[src/hw/pmu_pkg.sv]
//--------------------------------------------------------------------------
// PMU shared definitions
// AHB-lite request and response structs, the register write bundle,
// the decoded configuration and the register map of the monitor
//--------------------------------------------------------------------------

package pmu_pkg;

    // Register and bus widths
    localparam int REG_WIDTH  = 32;
    localparam int ADDR_WIDTH = 32;

    //----------------------------------------------------------------------
    // Register map
    //----------------------------------------------------------------------

    // Configuration word sits first, counters follow, status comes last
    localparam logic [7:0] CFG_IDX = 8'd0;

    // Bit positions inside the configuration word
    localparam int CFG_EN_BIT     = 0;
    localparam int CFG_CLR_BIT    = 1;
    localparam int CFG_IRQ_EN_BIT = 2;

    // Response code returned on every transfer
    localparam logic [1:0] RESP_OKAY = 2'b00;

    //----------------------------------------------------------------------
    // Types
    //----------------------------------------------------------------------

    typedef logic [REG_WIDTH-1:0] reg_word_t;

    // AHB transfer type as driven on htrans
    typedef enum logic [1:0] {
        IDLE   = 2'b00,
        BUSY   = 2'b01,
        NONSEQ = 2'b10,
        SEQ    = 2'b11
    } htrans_e;

    // Master to slave
    typedef struct packed {
        logic                  sel;
        logic [ADDR_WIDTH-1:0] addr;
        logic                  write;
        htrans_e               trans;
        reg_word_t             wdata;
    } ahb_req_t;

    // Slave to master
    typedef struct packed {
        logic       ready;
        logic [1:0] resp;
        reg_word_t  rdata;
    } ahb_rsp_t;

    // Data-phase write towards the register owners
    typedef struct packed {
        logic       valid;
        logic [7:0] index;
        reg_word_t  data;
    } reg_wr_t;

    // Decoded configuration
    typedef struct packed {
        logic en;
        logic clr;
        logic irq_en;
    } cfg_t;

endpackage

[src/hw/pmu_ahb_slave.sv]
//--------------------------------------------------------------------------
// PMU AHB-lite slave
// Captures the address phase and turns the following data phase into a
// register write or a combined read from the register owners
//--------------------------------------------------------------------------

`timescale 1ns/1ns

module pmu_ahb_slave #(
    parameter int N_COUNTERS = 8
) (
    input  logic               clk_i,
    input  logic               rstn_i,
    input  pmu_pkg::ahb_req_t  ahb_req_i,
    input  pmu_pkg::reg_word_t cfg_rdata_i,
    input  pmu_pkg::reg_word_t cnt_rdata_i,
    output pmu_pkg::ahb_rsp_t  ahb_rsp_o,
    output pmu_pkg::reg_wr_t   reg_wr_o,
    output logic [7:0]         rd_index_o
);
    import pmu_pkg::*;

    // Highest word index backed by a register (the status word)
    localparam int unsigned LAST_IDX = N_COUNTERS + 1;
    // Index given to addresses outside the 256 word window
    // Never matches a register since N_COUNTERS is at most 32
    localparam logic [7:0] BAD_IDX = 8'hFF;

    logic       accept;
    logic [7:0] ap_index;
    logic       dp_sel_q;
    logic       dp_write_q;
    logic [7:0] dp_index_q;
    logic       dp_read;

    //----------------------------------------------------------------------
    // Address phase
    //----------------------------------------------------------------------

    // Only NONSEQ and SEQ carry a transfer
    // IDLE and BUSY are dropped without a data phase
    assign accept = ahb_req_i.sel &&
                    ((ahb_req_i.trans == NONSEQ) || (ahb_req_i.trans == SEQ));

    // Word index from the byte address
    // upper address bits set means no register is hit
    assign ap_index = (|ahb_req_i.addr[ADDR_WIDTH-1:10]) ? BAD_IDX
                                                        : ahb_req_i.addr[9:2];

    // hready is always high so every cycle is a valid address phase
    always_ff @(posedge clk_i) begin
        if (!rstn_i) begin
            dp_sel_q   <= 1'b0;
            dp_write_q <= 1'b0;
            dp_index_q <= '0;
        end else begin
            dp_sel_q   <= accept;
            dp_write_q <= accept && ahb_req_i.write;
            // Keep the old index while idle
            if (accept) begin
                dp_index_q <= ap_index;
            end
        end
    end

    //----------------------------------------------------------------------
    // Data phase
    //----------------------------------------------------------------------

    assign dp_read = dp_sel_q && !dp_write_q;

    // Write strobe with hwdata from the current cycle
    // Owners update on the next edge
    always_comb begin
        reg_wr_o.valid = dp_sel_q && dp_write_q;
        reg_wr_o.index = dp_index_q;
        reg_wr_o.data  = ahb_req_i.wdata;
    end

    // Both owners return zero for indices they do not hold
    assign rd_index_o = dp_index_q;

    // No wait states and no error responses
    always_comb begin
        ahb_rsp_o.ready = 1'b1;
        ahb_rsp_o.resp  = RESP_OKAY;
        ahb_rsp_o.rdata = dp_read ? (cfg_rdata_i | cnt_rdata_i) : '0;
    end

    //----------------------------------------------------------------------
    // Assertions
    //----------------------------------------------------------------------

    // A write strobe only follows an accepted write address phase
    property p_wr_after_accept;
        @(posedge clk_i) disable iff (!rstn_i)
        reg_wr_o.valid |-> $past(accept && ahb_req_i.write);
    endproperty

    a_wr_after_accept: assert property (p_wr_after_accept)
        else $error("reg_wr_o.valid without an accepted write phase");

    // Reads past the status word get zero from both owners
    property p_oor_read_zero;
        @(posedge clk_i) disable iff (!rstn_i)
        (dp_read && (dp_index_q > LAST_IDX)) |-> (ahb_rsp_o.rdata == '0);
    endproperty

    a_oor_read_zero: assert property (p_oor_read_zero)
        else $error("nonzero rdata for out-of-range index %0d", dp_index_q);

endmodule

[src/hw/pmu_cfg_regs.sv]
//--------------------------------------------------------------------------
// PMU configuration and status registers
// Holds enable, clear pulse and interrupt enable, collects counter wraps
// in a write-one-to-clear status word and raises the overflow interrupt
//--------------------------------------------------------------------------

`timescale 1ns/1ns

module pmu_cfg_regs #(
    parameter int N_COUNTERS = 8
) (
    input  logic                  clk_i,
    input  logic                  rstn_i,
    input  pmu_pkg::reg_wr_t      reg_wr_i,
    input  logic [7:0]            rd_index_i,
    input  logic [N_COUNTERS-1:0] wrap_i,
    output pmu_pkg::cfg_t         cfg_o,
    output pmu_pkg::reg_word_t    rdata_o,
    output logic                  intr_overflow_o
);
    import pmu_pkg::*;

    // Status word follows the last counter
    localparam logic [7:0] STATUS_IDX = 8'(N_COUNTERS + 1);

    cfg_t                  cfg_q;
    logic [N_COUNTERS-1:0] status_q;
    logic [N_COUNTERS-1:0] status_clr;
    logic                  cfg_wr;
    logic                  status_wr;

    // Write decode for the two words owned here
    assign cfg_wr    = reg_wr_i.valid && (reg_wr_i.index == CFG_IDX);
    assign status_wr = reg_wr_i.valid && (reg_wr_i.index == STATUS_IDX);

    // Bits written as one are cleared
    assign status_clr = status_wr ? reg_wr_i.data[N_COUNTERS-1:0] : '0;

    //----------------------------------------------------------------------
    // Configuration word
    //----------------------------------------------------------------------

    // clr is a one cycle pulse towards the counters
    // A clear request during the pulse folds into it
    always_ff @(posedge clk_i) begin
        if (!rstn_i) begin
            cfg_q <= '0;
        end else if (cfg_wr) begin
            cfg_q.en     <= reg_wr_i.data[CFG_EN_BIT];
            cfg_q.clr    <= reg_wr_i.data[CFG_CLR_BIT] && !cfg_q.clr;
            cfg_q.irq_en <= reg_wr_i.data[CFG_IRQ_EN_BIT];
        end else begin
            cfg_q.clr <= 1'b0;
        end
    end

    assign cfg_o = cfg_q;

    //----------------------------------------------------------------------
    // Overflow status and interrupt
    //----------------------------------------------------------------------

    // Wrap is ORed in after the clear so a wrap in the same cycle wins
    always_ff @(posedge clk_i) begin
        if (!rstn_i) begin
            status_q        <= '0;
            intr_overflow_o <= 1'b0;
        end else begin
            status_q        <= (status_q & ~status_clr) | wrap_i;
            // Level interrupt, one cycle behind the status word
            intr_overflow_o <= cfg_q.irq_en && (|status_q);
        end
    end

    // Read mux, clear bit always reads back as zero
    always_comb begin
        rdata_o = '0;
        if (rd_index_i == CFG_IDX) begin
            rdata_o[CFG_EN_BIT]     = cfg_q.en;
            rdata_o[CFG_IRQ_EN_BIT] = cfg_q.irq_en;
        end else if (rd_index_i == STATUS_IDX) begin
            rdata_o[N_COUNTERS-1:0] = status_q;
        end
    end

    //----------------------------------------------------------------------
    // Assertions
    //----------------------------------------------------------------------

    a_clr_pulse: assert property (@(posedge clk_i) disable iff (!rstn_i)
        cfg_q.clr |=> !cfg_q.clr)
        else $error("cfg clear bit high for two cycles");

    a_irq_masked: assert property (@(posedge clk_i) disable iff (!rstn_i)
        !cfg_q.irq_en |=> !intr_overflow_o)
        else $error("intr_overflow_o high with irq_en low");

endmodule

[src/hw/pmu_counters.sv]
//--------------------------------------------------------------------------
// PMU event counters
// One 32 bit counter per event line with software write, global clear
// and increment, plus a wrap pulse when a counter rolls over
//--------------------------------------------------------------------------

`timescale 1ns/1ns

module pmu_counters #(
    parameter int N_COUNTERS = 8
) (
    input  logic                  clk_i,
    input  logic                  rstn_i,
    input  logic [N_COUNTERS-1:0] events_i,
    input  pmu_pkg::cfg_t         cfg_i,
    input  pmu_pkg::reg_wr_t      reg_wr_i,
    input  logic [7:0]            rd_index_i,
    output pmu_pkg::reg_word_t    rdata_o,
    output logic [N_COUNTERS-1:0] wrap_o
);
    import pmu_pkg::*;

    reg_word_t             cnt_q [N_COUNTERS];
    logic [N_COUNTERS-1:0] cnt_wr;
    logic [N_COUNTERS-1:0] cnt_inc;

    for (genvar i = 0; i < N_COUNTERS; i++) begin : g_cnt
        // Counter i lives right after the configuration word
        localparam logic [7:0] IDX = 8'(i + 1);

        assign cnt_wr[i]  = reg_wr_i.valid && (reg_wr_i.index == IDX);
        assign cnt_inc[i] = cfg_i.en && events_i[i];

        // Wrap only when the increment actually takes effect
        assign wrap_o[i] = cnt_inc[i] && !cnt_wr[i] && !cfg_i.clr && (&cnt_q[i]);

        // Priority is write, then clear, then increment
        always_ff @(posedge clk_i) begin
            if (!rstn_i) begin
                cnt_q[i] <= '0;
            end else if (cnt_wr[i]) begin
                cnt_q[i] <= reg_wr_i.data;
            end else if (cfg_i.clr) begin
                cnt_q[i] <= '0;
            end else if (cnt_inc[i]) begin
                cnt_q[i] <= cnt_q[i] + 1'b1;
            end
        end

        // Counting stopped means the value only moves by software
        a_hold_disabled: assert property (@(posedge clk_i) disable iff (!rstn_i)
            (!cfg_i.en && !cnt_wr[i] && !cfg_i.clr) |=> $stable(cnt_q[i]))
            else $error("counter %0d changed while disabled", i);

        // A reported wrap leaves the counter at zero
        a_wrap_to_zero: assert property (@(posedge clk_i) disable iff (!rstn_i)
            wrap_o[i] |=> (cnt_q[i] == '0))
            else $error("counter %0d nonzero after wrap", i);
    end

    //----------------------------------------------------------------------
    // Read mux
    //----------------------------------------------------------------------

    // Zero for any index outside the counter range
    always_comb begin
        rdata_o = '0;
        for (int i = 0; i < N_COUNTERS; i++) begin
            if (rd_index_i == 8'(i + 1)) begin
                rdata_o = cnt_q[i];
            end
        end
    end

endmodule

[src/hw/pmu_ahb_top.sv]
//--------------------------------------------------------------------------
// PMU top level
// AHB-lite slave in front of the configuration, status and counter bank
//--------------------------------------------------------------------------

`timescale 1ns/1ns

module pmu_ahb_top #(
    parameter int N_COUNTERS = 8
) (
    input  logic                  clk_i,
    input  logic                  rstn_i,
    input  pmu_pkg::ahb_req_t     ahb_req_i,
    input  logic [N_COUNTERS-1:0] events_i,
    output pmu_pkg::ahb_rsp_t     ahb_rsp_o,
    output logic                  intr_overflow_o
);
    import pmu_pkg::*;

    // Data-phase write and read index from the slave
    reg_wr_t               reg_wr;
    logic [7:0]            rd_index;
    // Read data of each owner, zero when not addressed
    reg_word_t             cfg_rdata;
    reg_word_t             cnt_rdata;
    // Control towards the counters and wraps back
    cfg_t                  cfg;
    logic [N_COUNTERS-1:0] wrap;

    pmu_ahb_slave #(
        .N_COUNTERS (N_COUNTERS)
    ) u_slave (
        .clk_i       (clk_i),
        .rstn_i      (rstn_i),
        .ahb_req_i   (ahb_req_i),
        .cfg_rdata_i (cfg_rdata),
        .cnt_rdata_i (cnt_rdata),
        .ahb_rsp_o   (ahb_rsp_o),
        .reg_wr_o    (reg_wr),
        .rd_index_o  (rd_index)
    );

    pmu_cfg_regs #(
        .N_COUNTERS (N_COUNTERS)
    ) u_cfg_regs (
        .clk_i           (clk_i),
        .rstn_i          (rstn_i),
        .reg_wr_i        (reg_wr),
        .rd_index_i      (rd_index),
        .wrap_i          (wrap),
        .cfg_o           (cfg),
        .rdata_o         (cfg_rdata),
        .intr_overflow_o (intr_overflow_o)
    );

    pmu_counters #(
        .N_COUNTERS (N_COUNTERS)
    ) u_counters (
        .clk_i      (clk_i),
        .rstn_i     (rstn_i),
        .events_i   (events_i),
        .cfg_i      (cfg),
        .reg_wr_i   (reg_wr),
        .rd_index_i (rd_index),
        .rdata_o    (cnt_rdata),
        .wrap_o     (wrap)
    );

endmodule

[config.mk]
export PLATFORM = sky130hd
export DESIGN_NAME = pmu_ahb_top
export DESIGN_NICKNAME = d
export VERILOG_FILES = /design/src/hw/pmu_pkg.sv /design/src/hw/pmu_ahb_slave.sv /design/src/hw/pmu_cfg_regs.sv /design/src/hw/pmu_counters.sv /design/src/hw/pmu_ahb_top.sv
export SDC_FILE = /design/constraint.sdc
export NUM_CORES = 1
export LEC_CHECK = 0
export ABC_AREA = 0
export BUFFER_PORTS_ARGS = -buffer_cell sky130_fd_sc_hd__buf_4
export CORE_AREA = 2 2 254 256
export CTS_CLUSTER_SIZE = 12
export DETAILED_ROUTE_END_ITERATION = 16
export DIE_AREA = 0 0 256 258
export SYNTH_ARGS = -nofsm -noshare
export SYNTH_HDL_FRONTEND = slang
export SYNTH_SLANG_ARGS = --single-unit
[constraint.sdc]
create_clock -name clk_i -period 6.2 [get_ports clk_i]
set_input_delay 1.24 -clock clk_i [delete_from_list [all_inputs] [get_ports clk_i]]
set_output_delay 1.24 -clock clk_i [all_outputs]
set_load 0.02 [all_outputs]
# Word-level counts from Yosys, hierarchy flattened
# Memory sizes are Yosys's and may differ from the RTL's.
# Cells that the tools add are included.
dict set report word_totals {
  output_inout_bits 36
  ramBits 256
  mem_count 1
  input_bits 78
  regBits 22
  wordCells 257
}
# memory words word_bits rd rd_clocked_by_memory_dff write_ports line_no
set memory_table {}
lappend memory_table {u_counters.cnt_q 8 32 8 0 8 pmu_counters.sv:23} ;# reg_word_t cnt_q [N_COUNTERS];
dict set report classes {
  n_eq_ne 11
  n_bitwise 28
  n_reduce_logical 71
  addsub 8
  mux 130
}
# cell n
set op_table {}
lappend op_table {{$mux 32} 33}
lappend op_table {{$add 32x1->32 const B} 8}
lappend op_table {{$reduce_and 32->1} 8}
lappend op_table {{$mux 1} 93}
lappend op_table {{$logic_and 1x1->1} 48}
lappend op_table {{$eq 8x3->1 const B} 4}
lappend op_table {{$or 8x32->32} 1}
lappend op_table {{$mux 8} 3}
lappend op_table {{$or 1x1->1} 24}
lappend op_table {{$reduce_or 22->1} 1}
lappend op_table {{$eq 8x2->1 const B} 2}
lappend op_table {{$eq 8x4->1 const B} 2}
lappend op_table {{$logic_not 1->1} 10}
lappend op_table {{$and 8x8->8} 1}
lappend op_table {{$eq 8x1->1 const B} 1}
lappend op_table {{$logic_not 8->1} 1}
lappend op_table {{$not 8->8} 1}
lappend op_table {{$or 8x8->8} 1}
lappend op_table {{$reduce_or 8->1} 1}
lappend op_table {{$mux 5} 1}
lappend op_table {{$eq 2x2->1 const B} 2}
lappend op_table {{$reduce_and 2->1} 1}
lappend op_table {{$logic_or 1x1->1} 1}

# Logic depth before layout (Yosys ltp)
# Gate-level depths: netlist (run 1).
dict set report depth {
  depth_word 11
  mapped_depth 10
}

# Cells and area by module
# A second synthesis (run 1) with hierarchy kept.
dict set report hier_totals {
  hier_cells 2307
  area_unflattened_um2 19889.1
}
# module cells_per_inst n_inst area_per_inst_um2 seq_area_each_um2
set modules_own_cells {}
lappend modules_own_cells {pmu_counters 2050 1 18069.8 7687.4}
lappend modules_own_cells {pmu_ahb_slave 162 1 1053.5 200.2}
lappend modules_own_cells {pmu_cfg_regs 95 1 765.7 240.2}

# Worst setup path before layout (run 1)
# No wires, ideal clock.
dict set report synth_timing {
  path_type {reg-to-reg}
  from {register u_slave.dp_index_q[3] (netlist: u_slave.rd_index_o[3])}
  to {memory u_counters.cnt_q[1][64] (netlist bit) (enable)}
  setup_time_ns 0.466
  arrival_time_ns 3.939
  path_stages_with_launch 7
  slack_ns 1.796
  synth_period_minus_slack_ns 4.404
  path_cell_list {dfxtp_1 -> or4_1 -> buf_2 -> nor2_2 -> nand3_1 -> clkbuf_1 -> o21ai_0}
}
# item line_no
set synth_lines {}
lappend synth_lines {{start, declared} pmu_ahb_slave.sv:33} ;# logic [7:0] dp_index_q;
lappend synth_lines {{start signal, assigned} pmu_ahb_slave.sv:61} ;# dp_index_q <= ap_index;
lappend synth_lines {{end, declared} pmu_counters.sv:23}

==> flow_metrics.tcl, run 1 <==
set metrics [dict create \
    vias 17432 \
    worst_slack_ns 0.956 \
    tritoncts "built" \
    clock_sinks 278 \
    power.share.switching_pct 25.9 \
    max-vdd-ir-drop_uv 158 \
    cts_max_path_buffers 3 \
    postCtsHoldBufs 0 \
    place_worst_setup_slack_ns 1.65 \
    combPwrFrac_pct 9.2 \
    power.net_switching_mw 1.23 \
    synthesis.area_sq_um 18800 \
    end_kind "primary output" \
    worst_pin_slew_ns 1.25 \
    p_leak_nw 6.67 \
    final_core_util_pct 33.7 \
    dp.cells 2991 \
    cpPeakStageDelay_ns 0.71 \
    final_cells 3054 \
    async_flop_share_pct 0 \
    gp_congestion 0.981 \
    finalSetupTns_ns 0 \
    hold_path_end "u_cfg_regs.cfg_o[0]" \
    setup_violations 0 \
    insertion_delay_ns 0.56 \
    rows 93 \
    p_seq_share_pct 46.4 \
    synth_top_area_share_pct 40.9 \
    p_int_mw 3.52 \
    htreeDepth 2 \
    start_kind "register" \
    grt_pass1_vias 16127 \
    postRouteAntennaNets 0 \
    wl_per_cell_um 23.2 \
    vias_per_cell 5.71 \
    synth_common_cells "374 x nand2_1, 318 x o21ai_0, 256 x edfxtp_1" \
    holdWs_ns 0.505 \
    regToRegSetupSlack_ns 2.07 \
    io_buffer_count 107 \
    layout.nets 2260 \
    cp_max_fo 39 \
    hp-class "register to register" \
    initial_core_util_pct 29.5 \
    synth.avg_cell_area_sq_um 8.74 \
    wirelength_um 70900 \
    rr_endpoint "u_counters.cnt_q[1][91]" \
    ios 114 \
    overflow 0 \
    die_w_um 256 \
    layout-drive-gt1-share_pct 11.5 \
    ys_seq_elements 278 \
    cts_root_buffer "clkbuf_16" \
    synthToLayoutAreaGrowth_pct 14.2 \
    reg2reg_from "u_slave.rd_index_o[0]" \
    clk_pin_slew_worst_paths_ns 0.06 \
    die-area_sq_um 66000 \
    rsz0062_at_grt "false" \
    fp.dieH_um 258 \
    crit_type "register to primary output" \
    cts_inserted_buffers 36 \
    yosysWarningCount 0 \
    core_area_sq_um 63600 \
    grt_pass1_wl_um 105000 \
    min_path_cells 2 \
    required_ns 4.96 \
    worstRegToRegCells 4 \
    synth_edf_count 256 \
    syn_inst 2151 \
    slew_violations 0 \
    grt_max_degree 54 \
    fmax_mhz 191 \
    synth.most_common_cell "nand2_1" \
    dpl.hpwl_um 51300 \
    slew_headroom_pct 16.6 \
    min-delay-start "u_cfg_regs.cfg_o[0]" \
    crit_slowest_cell "dfxtp_2" \
    max-cap-violations 0 \
    first_pass_iters 6 \
    yosysSeqAreaShare_pct 43.2 \
    diodes 0 \
    drt_iter0_markers 2136 \
    p_clk_share_pct 44.4 \
    status "finished, final reports clean" \
    period_share_pct 84.6 \
    layout_min_cycle_time_ns 5.24 \
    synth_cell_types 67 \
    grt_use_total_pct 20.8 \
    synth.area.top_cells "edfxtp_1 41%, o21ai_0 8.5%, nand2_1 7.5%" \
    cp.arrival_ns 4.00 \
    cts_resized 0 \
    crit_path_frequent_cell "buf_4" \
    synth_ff_type "edfxtp_1" \
    drcViolationCount 0 \
    yosys.area.top_type "edfxtp_1" \
    p_per_area_nw_per_um2 221 \
    hold_viol 0 \
    post-cts-setup-buffers 0 \
    path_cells "buf_4 > inv_1 > buf_4 > nor2_1 > buf_4 > a221oi_1 > a221o_1 > a31oi_1 > buf_4" \
    antenna_found_initial 1 \
    skew_ns 0.0201 \
]
## metal layers
metal  up-vias  wire [um]  global-route usage, %
li1       7889          -                      -
met3       158       6410                   3.76
met1      8417      29800                   28.5
met5         -         13                      0
met4         2       3430                   9.50
met2       966      31200                   32.0
## layout make-up
class | count | area (sq um)
Fill cell | 6588 | 42200
Multi-Input combinational cell | 1691 | 9950
Clock inverter | 13 | 108
Tap cell | 855 | 1070
Sequential cell | 278 | 8130
Inverter | 27 | 101
Timing Repair Buffer | 140 | 1050
Clock buffer | 50 | 1060
## placed cells by master (no fill, tap or decap), types with 27 or more instances in the layout
| cell type | synthesis | final |
|---|---|---|
| xnor2_1 | 94 | 94 |
| o21ai_0 | 318 | 317 |
| nor2_1 | 131 | 130 |
| nand3_1 | 123 | 123 |
| a21oi_1 | 51 | 51 |
| edfxtp_1 | 256 | 256 |
| inv_1 | 27 | 27 |
| and3_1 | 44 | 44 |
| clkbuf_16 | 0 | 38 |
| buf_4 | 8 | 140 |
| nor3_1 | 50 | 44 |
| nand4_1 | 58 | 58 |
| xor2_1 | 143 | 143 |
| nand2_1 | 374 | 373 |
## worst max-delay path by stage
stage / startpoint / end / slack [ns] / cells after the start
final: u_slave.rd_index_o[0] / ahb_rsp_o[28] / 0.96 / 9
after CTS: u_slave.rd_index_o[0] / ahb_rsp_o[28] / 1.05 / 9
after global placement: u_slave.rd_index_o[0] / ahb_rsp_o[26] / 1.68 / 9
after floorplan: u_slave.rd_index_o[3] / u_counters.cnt_q[1][64] / 1.80 / 6
after detailed placement: u_slave.rd_index_o[0] / ahb_rsp_o[28] / 1.65 / 9
after global routing: u_slave.rd_index_o[0] / ahb_rsp_o[24] / 0.83 / 9
## sequential cells by signal (all words and copies together), names as in the netlist
signal,count
u_counters.cnt_q,256
u_cfg_regs.status_q,8
u_slave.rd_index_o,8
u_cfg_regs.cfg_o,3
u_cfg_regs.intr_overflow_o,1
u_slave.dp_sel_q,1
u_slave.dp_write_q,1
## power by group through the flow
stage          Sequential (mW)  Combinational, mW  Clock (mW)
2_1_floorplan             2.20              0.262           0
3_3_place_gp              2.23              0.426           0
3_5_place_dp              2.24              0.429           0
4_1_cts                   2.20              0.430        2.13
5_1_grt                   2.21              0.459        2.19
6_report                  2.20              0.435        2.11
## logic make-up after synthesis
group	share of synthesized area [%]
AO/OA/AOI/OAI	16.5
XOR/XNOR	11.0
adder cells (fa/ha/maj)	0.533
buffers and inverters	4.09
flip-flops	43.2
multiplexers	2.39
other	0.0400
AND/OR/NAND/NOR	22.1
## stage by stage
stage	power [mW]	area (sq um)
finish	4.75	21500
global route	4.86	21500
CTS	4.76	21500
detailed placement	2.67	20300
global placement	2.66	20300
floorplan	2.47	18800
## worst max-delay path, delay by kind of cell, from the launching register on
family / cells / cell delay [ns]
AO/OA/AOI/OAI: 3 / 0.87
flip-flops: 1 / 0.71
AND/OR/NAND/NOR: 1 / 0.15
buffers and inverters: 5 / 1.67
Note: power is estimated with default switching activity, not from simulation.
==> inputs of run 2 (changes only) <==
==> constraint.sdc (replaced) <==
create_clock -name clk_i -period 4.7 [get_ports clk_i]
set_input_delay 0.94 -clock clk_i [delete_from_list [all_inputs] [get_ports clk_i]]
set_output_delay 0.94 -clock clk_i [all_outputs]
set_load 0.02 [all_outputs]
==> run 2 against run 1 <==
Against the previous run:
- total power is 27% higher
- global-route usage grew 0.20 points
- cell area shrank 0.17%
- critical path depth shrank 1
- worst hold slack improved by 0.011 ns
- cell count up 0.43%
- first-iteration DRC count rose by 10%
- clock power is 20% higher
- critical endpoint is now ahb_rsp_o[1]
==> flow_metrics.tcl, run 2 (synthesized netlist as in run 1, its figures left out) <==
set metrics [dict create \
    layout-drive-gt1-share_pct 11.6 \
    diodes 0 \
    rr_endpoint "u_counters.cnt_q[1][100]" \
    die_w_um 256 \
    dp.cells 3004 \
    rsz0062_at_grt "false" \
    place_worst_setup_slack_ns 0.854 \
    drcViolationCount 0 \
    seq_area_sq_um 8130 \
    min_path_cells 2 \
    rows 93 \
    gp_congestion 0.978 \
    io_buffer_count 107 \
    drt_iter0_markers 2357 \
    dpl.hpwl_um 52200 \
    regMostFlops "u_counters.cnt_q" \
    htreeDepth 2 \
    max-vdd-ir-drop_uv 212 \
    vias_per_cell 5.72 \
    worst_slack_ns 0.185 \
    cts_root_buffer "clkbuf_16" \
    worstRegToRegCells 8 \
    cts_max_path_buffers 3 \
    max-cap-violations 0 \
    p_per_area_nw_per_um2 282 \
    final.fill_count 6571 \
    layout.nets 2272 \
    antenna_found_initial 1 \
    worst_pin_slew_ns 1.20 \
    post-cts-setup-buffers 0 \
    synthToLayoutAreaGrowth_pct 14.0 \
    overflow 0 \
    setup_violations 0 \
    status "finished, final reports clean" \
    finalSetupTns_ns 0 \
    start_kind "register" \
    reg2reg_from "u_slave.rd_index_o[1]" \
    regToRegSetupSlack_ns 1.04 \
    clk_pin_slew_worst_paths_ns 0.06 \
    initial_core_util_pct 29.5 \
    tritoncts "built" \
    p_leak_nw 6.66 \
    hold_path_end "u_cfg_regs.cfg_o[0]" \
    final_cell_mix "374 x nand2_1, 317 x o21ai_0, 256 x edfxtp_1, 153 x buf_4, 143 x xor2_1" \
    grt_pass1_vias 16351 \
    clock_sinks 278 \
    cp.arrival_ns 3.58 \
    cts_resized 0 \
    slew_headroom_pct 19.0 \
    core_area_sq_um 63600 \
    postCtsHoldBufs 0 \
    fp.dieH_um 258 \
    wl_per_cell_um 23.4 \
    largest_register_ffs 256 \
    insertion_delay_ns 0.56 \
    cp_max_fo 61 \
    slew_violations 0 \
    first_pass_iters 6 \
    crit_type "register to primary output" \
    cp-startpoint "u_slave.rd_index_o[1]" \
    period_share_pct 96.1 \
    postRouteAntennaNets 0 \
    layout_min_cycle_time_ns 4.52 \
    multi_input_area_sq_um 9940 \
    grt_use_total_pct 21.0 \
    min-delay-start "u_cfg_regs.cfg_o[0]" \
    final_cells 3067 \
    vias 17556 \
    hp-class "register to register" \
    final_common_cell "nand2_1" \
    final_core_util_pct 33.7 \
    grt_max_degree 62 \
    wirelength_um 71800 \
    fmax_mhz 221 \
    end_kind "primary output" \
    cts_inserted_buffers 35 \
    ios 114 \
    required_ns 3.76 \
    hold_viol 0 \
    skew_ns 0.0150 \
    grt_pass1_wl_um 106000 \
    die-area_sq_um 66000 \
]
[run 2: cell types whose count changed in the layout (fill, tap and decap cells not counted), moves of 2 or more]
| cell | delta |
|---|---|
| clkinv_1 | +3 |
| clkinv_2 | +3 |
| buf_4 | +13 |
| bufinv_16 | -2 |
| clkbuf_1 | +3 |
| clkbuf_8 | -6 |
[run 2: worst max-delay path by stage]
stage	end	slack, ns	depth (start not counted)
3_5_place_dp	ahb_rsp_o[26]	0.85	6
5_1_grt	ahb_rsp_o[27]	0.08	8
6_report	ahb_rsp_o[1]	0.18	8
4_1_cts	ahb_rsp_o[26]	0.25	6
2_1_floorplan	u_counters.cnt_q[1][64]	0.30	6
3_3_place_gp	ahb_rsp_o[1]	0.88	8
[run 2: critical path, stage by stage (launching register included)]
cell and delay [ns]:
dfxtp_2 0.32, buf_4 0.66, inv_1 0.35, nand2_1 0.45, nor2_1 0.08, o22ai_1 0.32
o211ai_1 0.26, a21oi_1 0.34, buf_4 0.21
[run 2: through the flow]
stage	hold WS, ns	power [mW]	cell area, sq um
after CTS	0.503	6.06	21400
after detailed placement	0.495	3.53	20400
after floorplan	0.425	3.25	18800
final	0.517	6.04	21400
after global routing	0.545	6.19	21400
after global placement	0.484	3.51	20400
[run 2: routing by layer]
metal	share of wire [%]	global-route usage [%]	vias up
li1	-	-	7905
met4	5.1	9.71	2
met2	43	32.0	966
met3	9.4	4.36	186
met1	42	28.7	8497
met5	0.015	0	-
[run 2: layout make-up]
class	instances	share of cell area (%)
clock buffer	46	4.48
clock inverter	17	0.350
inverter	27	0.473
multi-input combinational	1691	46.4
sequential	278	37.9
tap	855	4.99
timing repair buffer	153	5.36
[run 2: power breakdown]
group          leakage (nW)  total (mW)  switching, mW  internal (mW)
combinational          3.33       0.594          0.401          0.193
sequential             2.82        2.90          0.116           2.78
clock                 0.506        2.54           1.11           1.43
total                  6.66        6.04           1.63           4.41
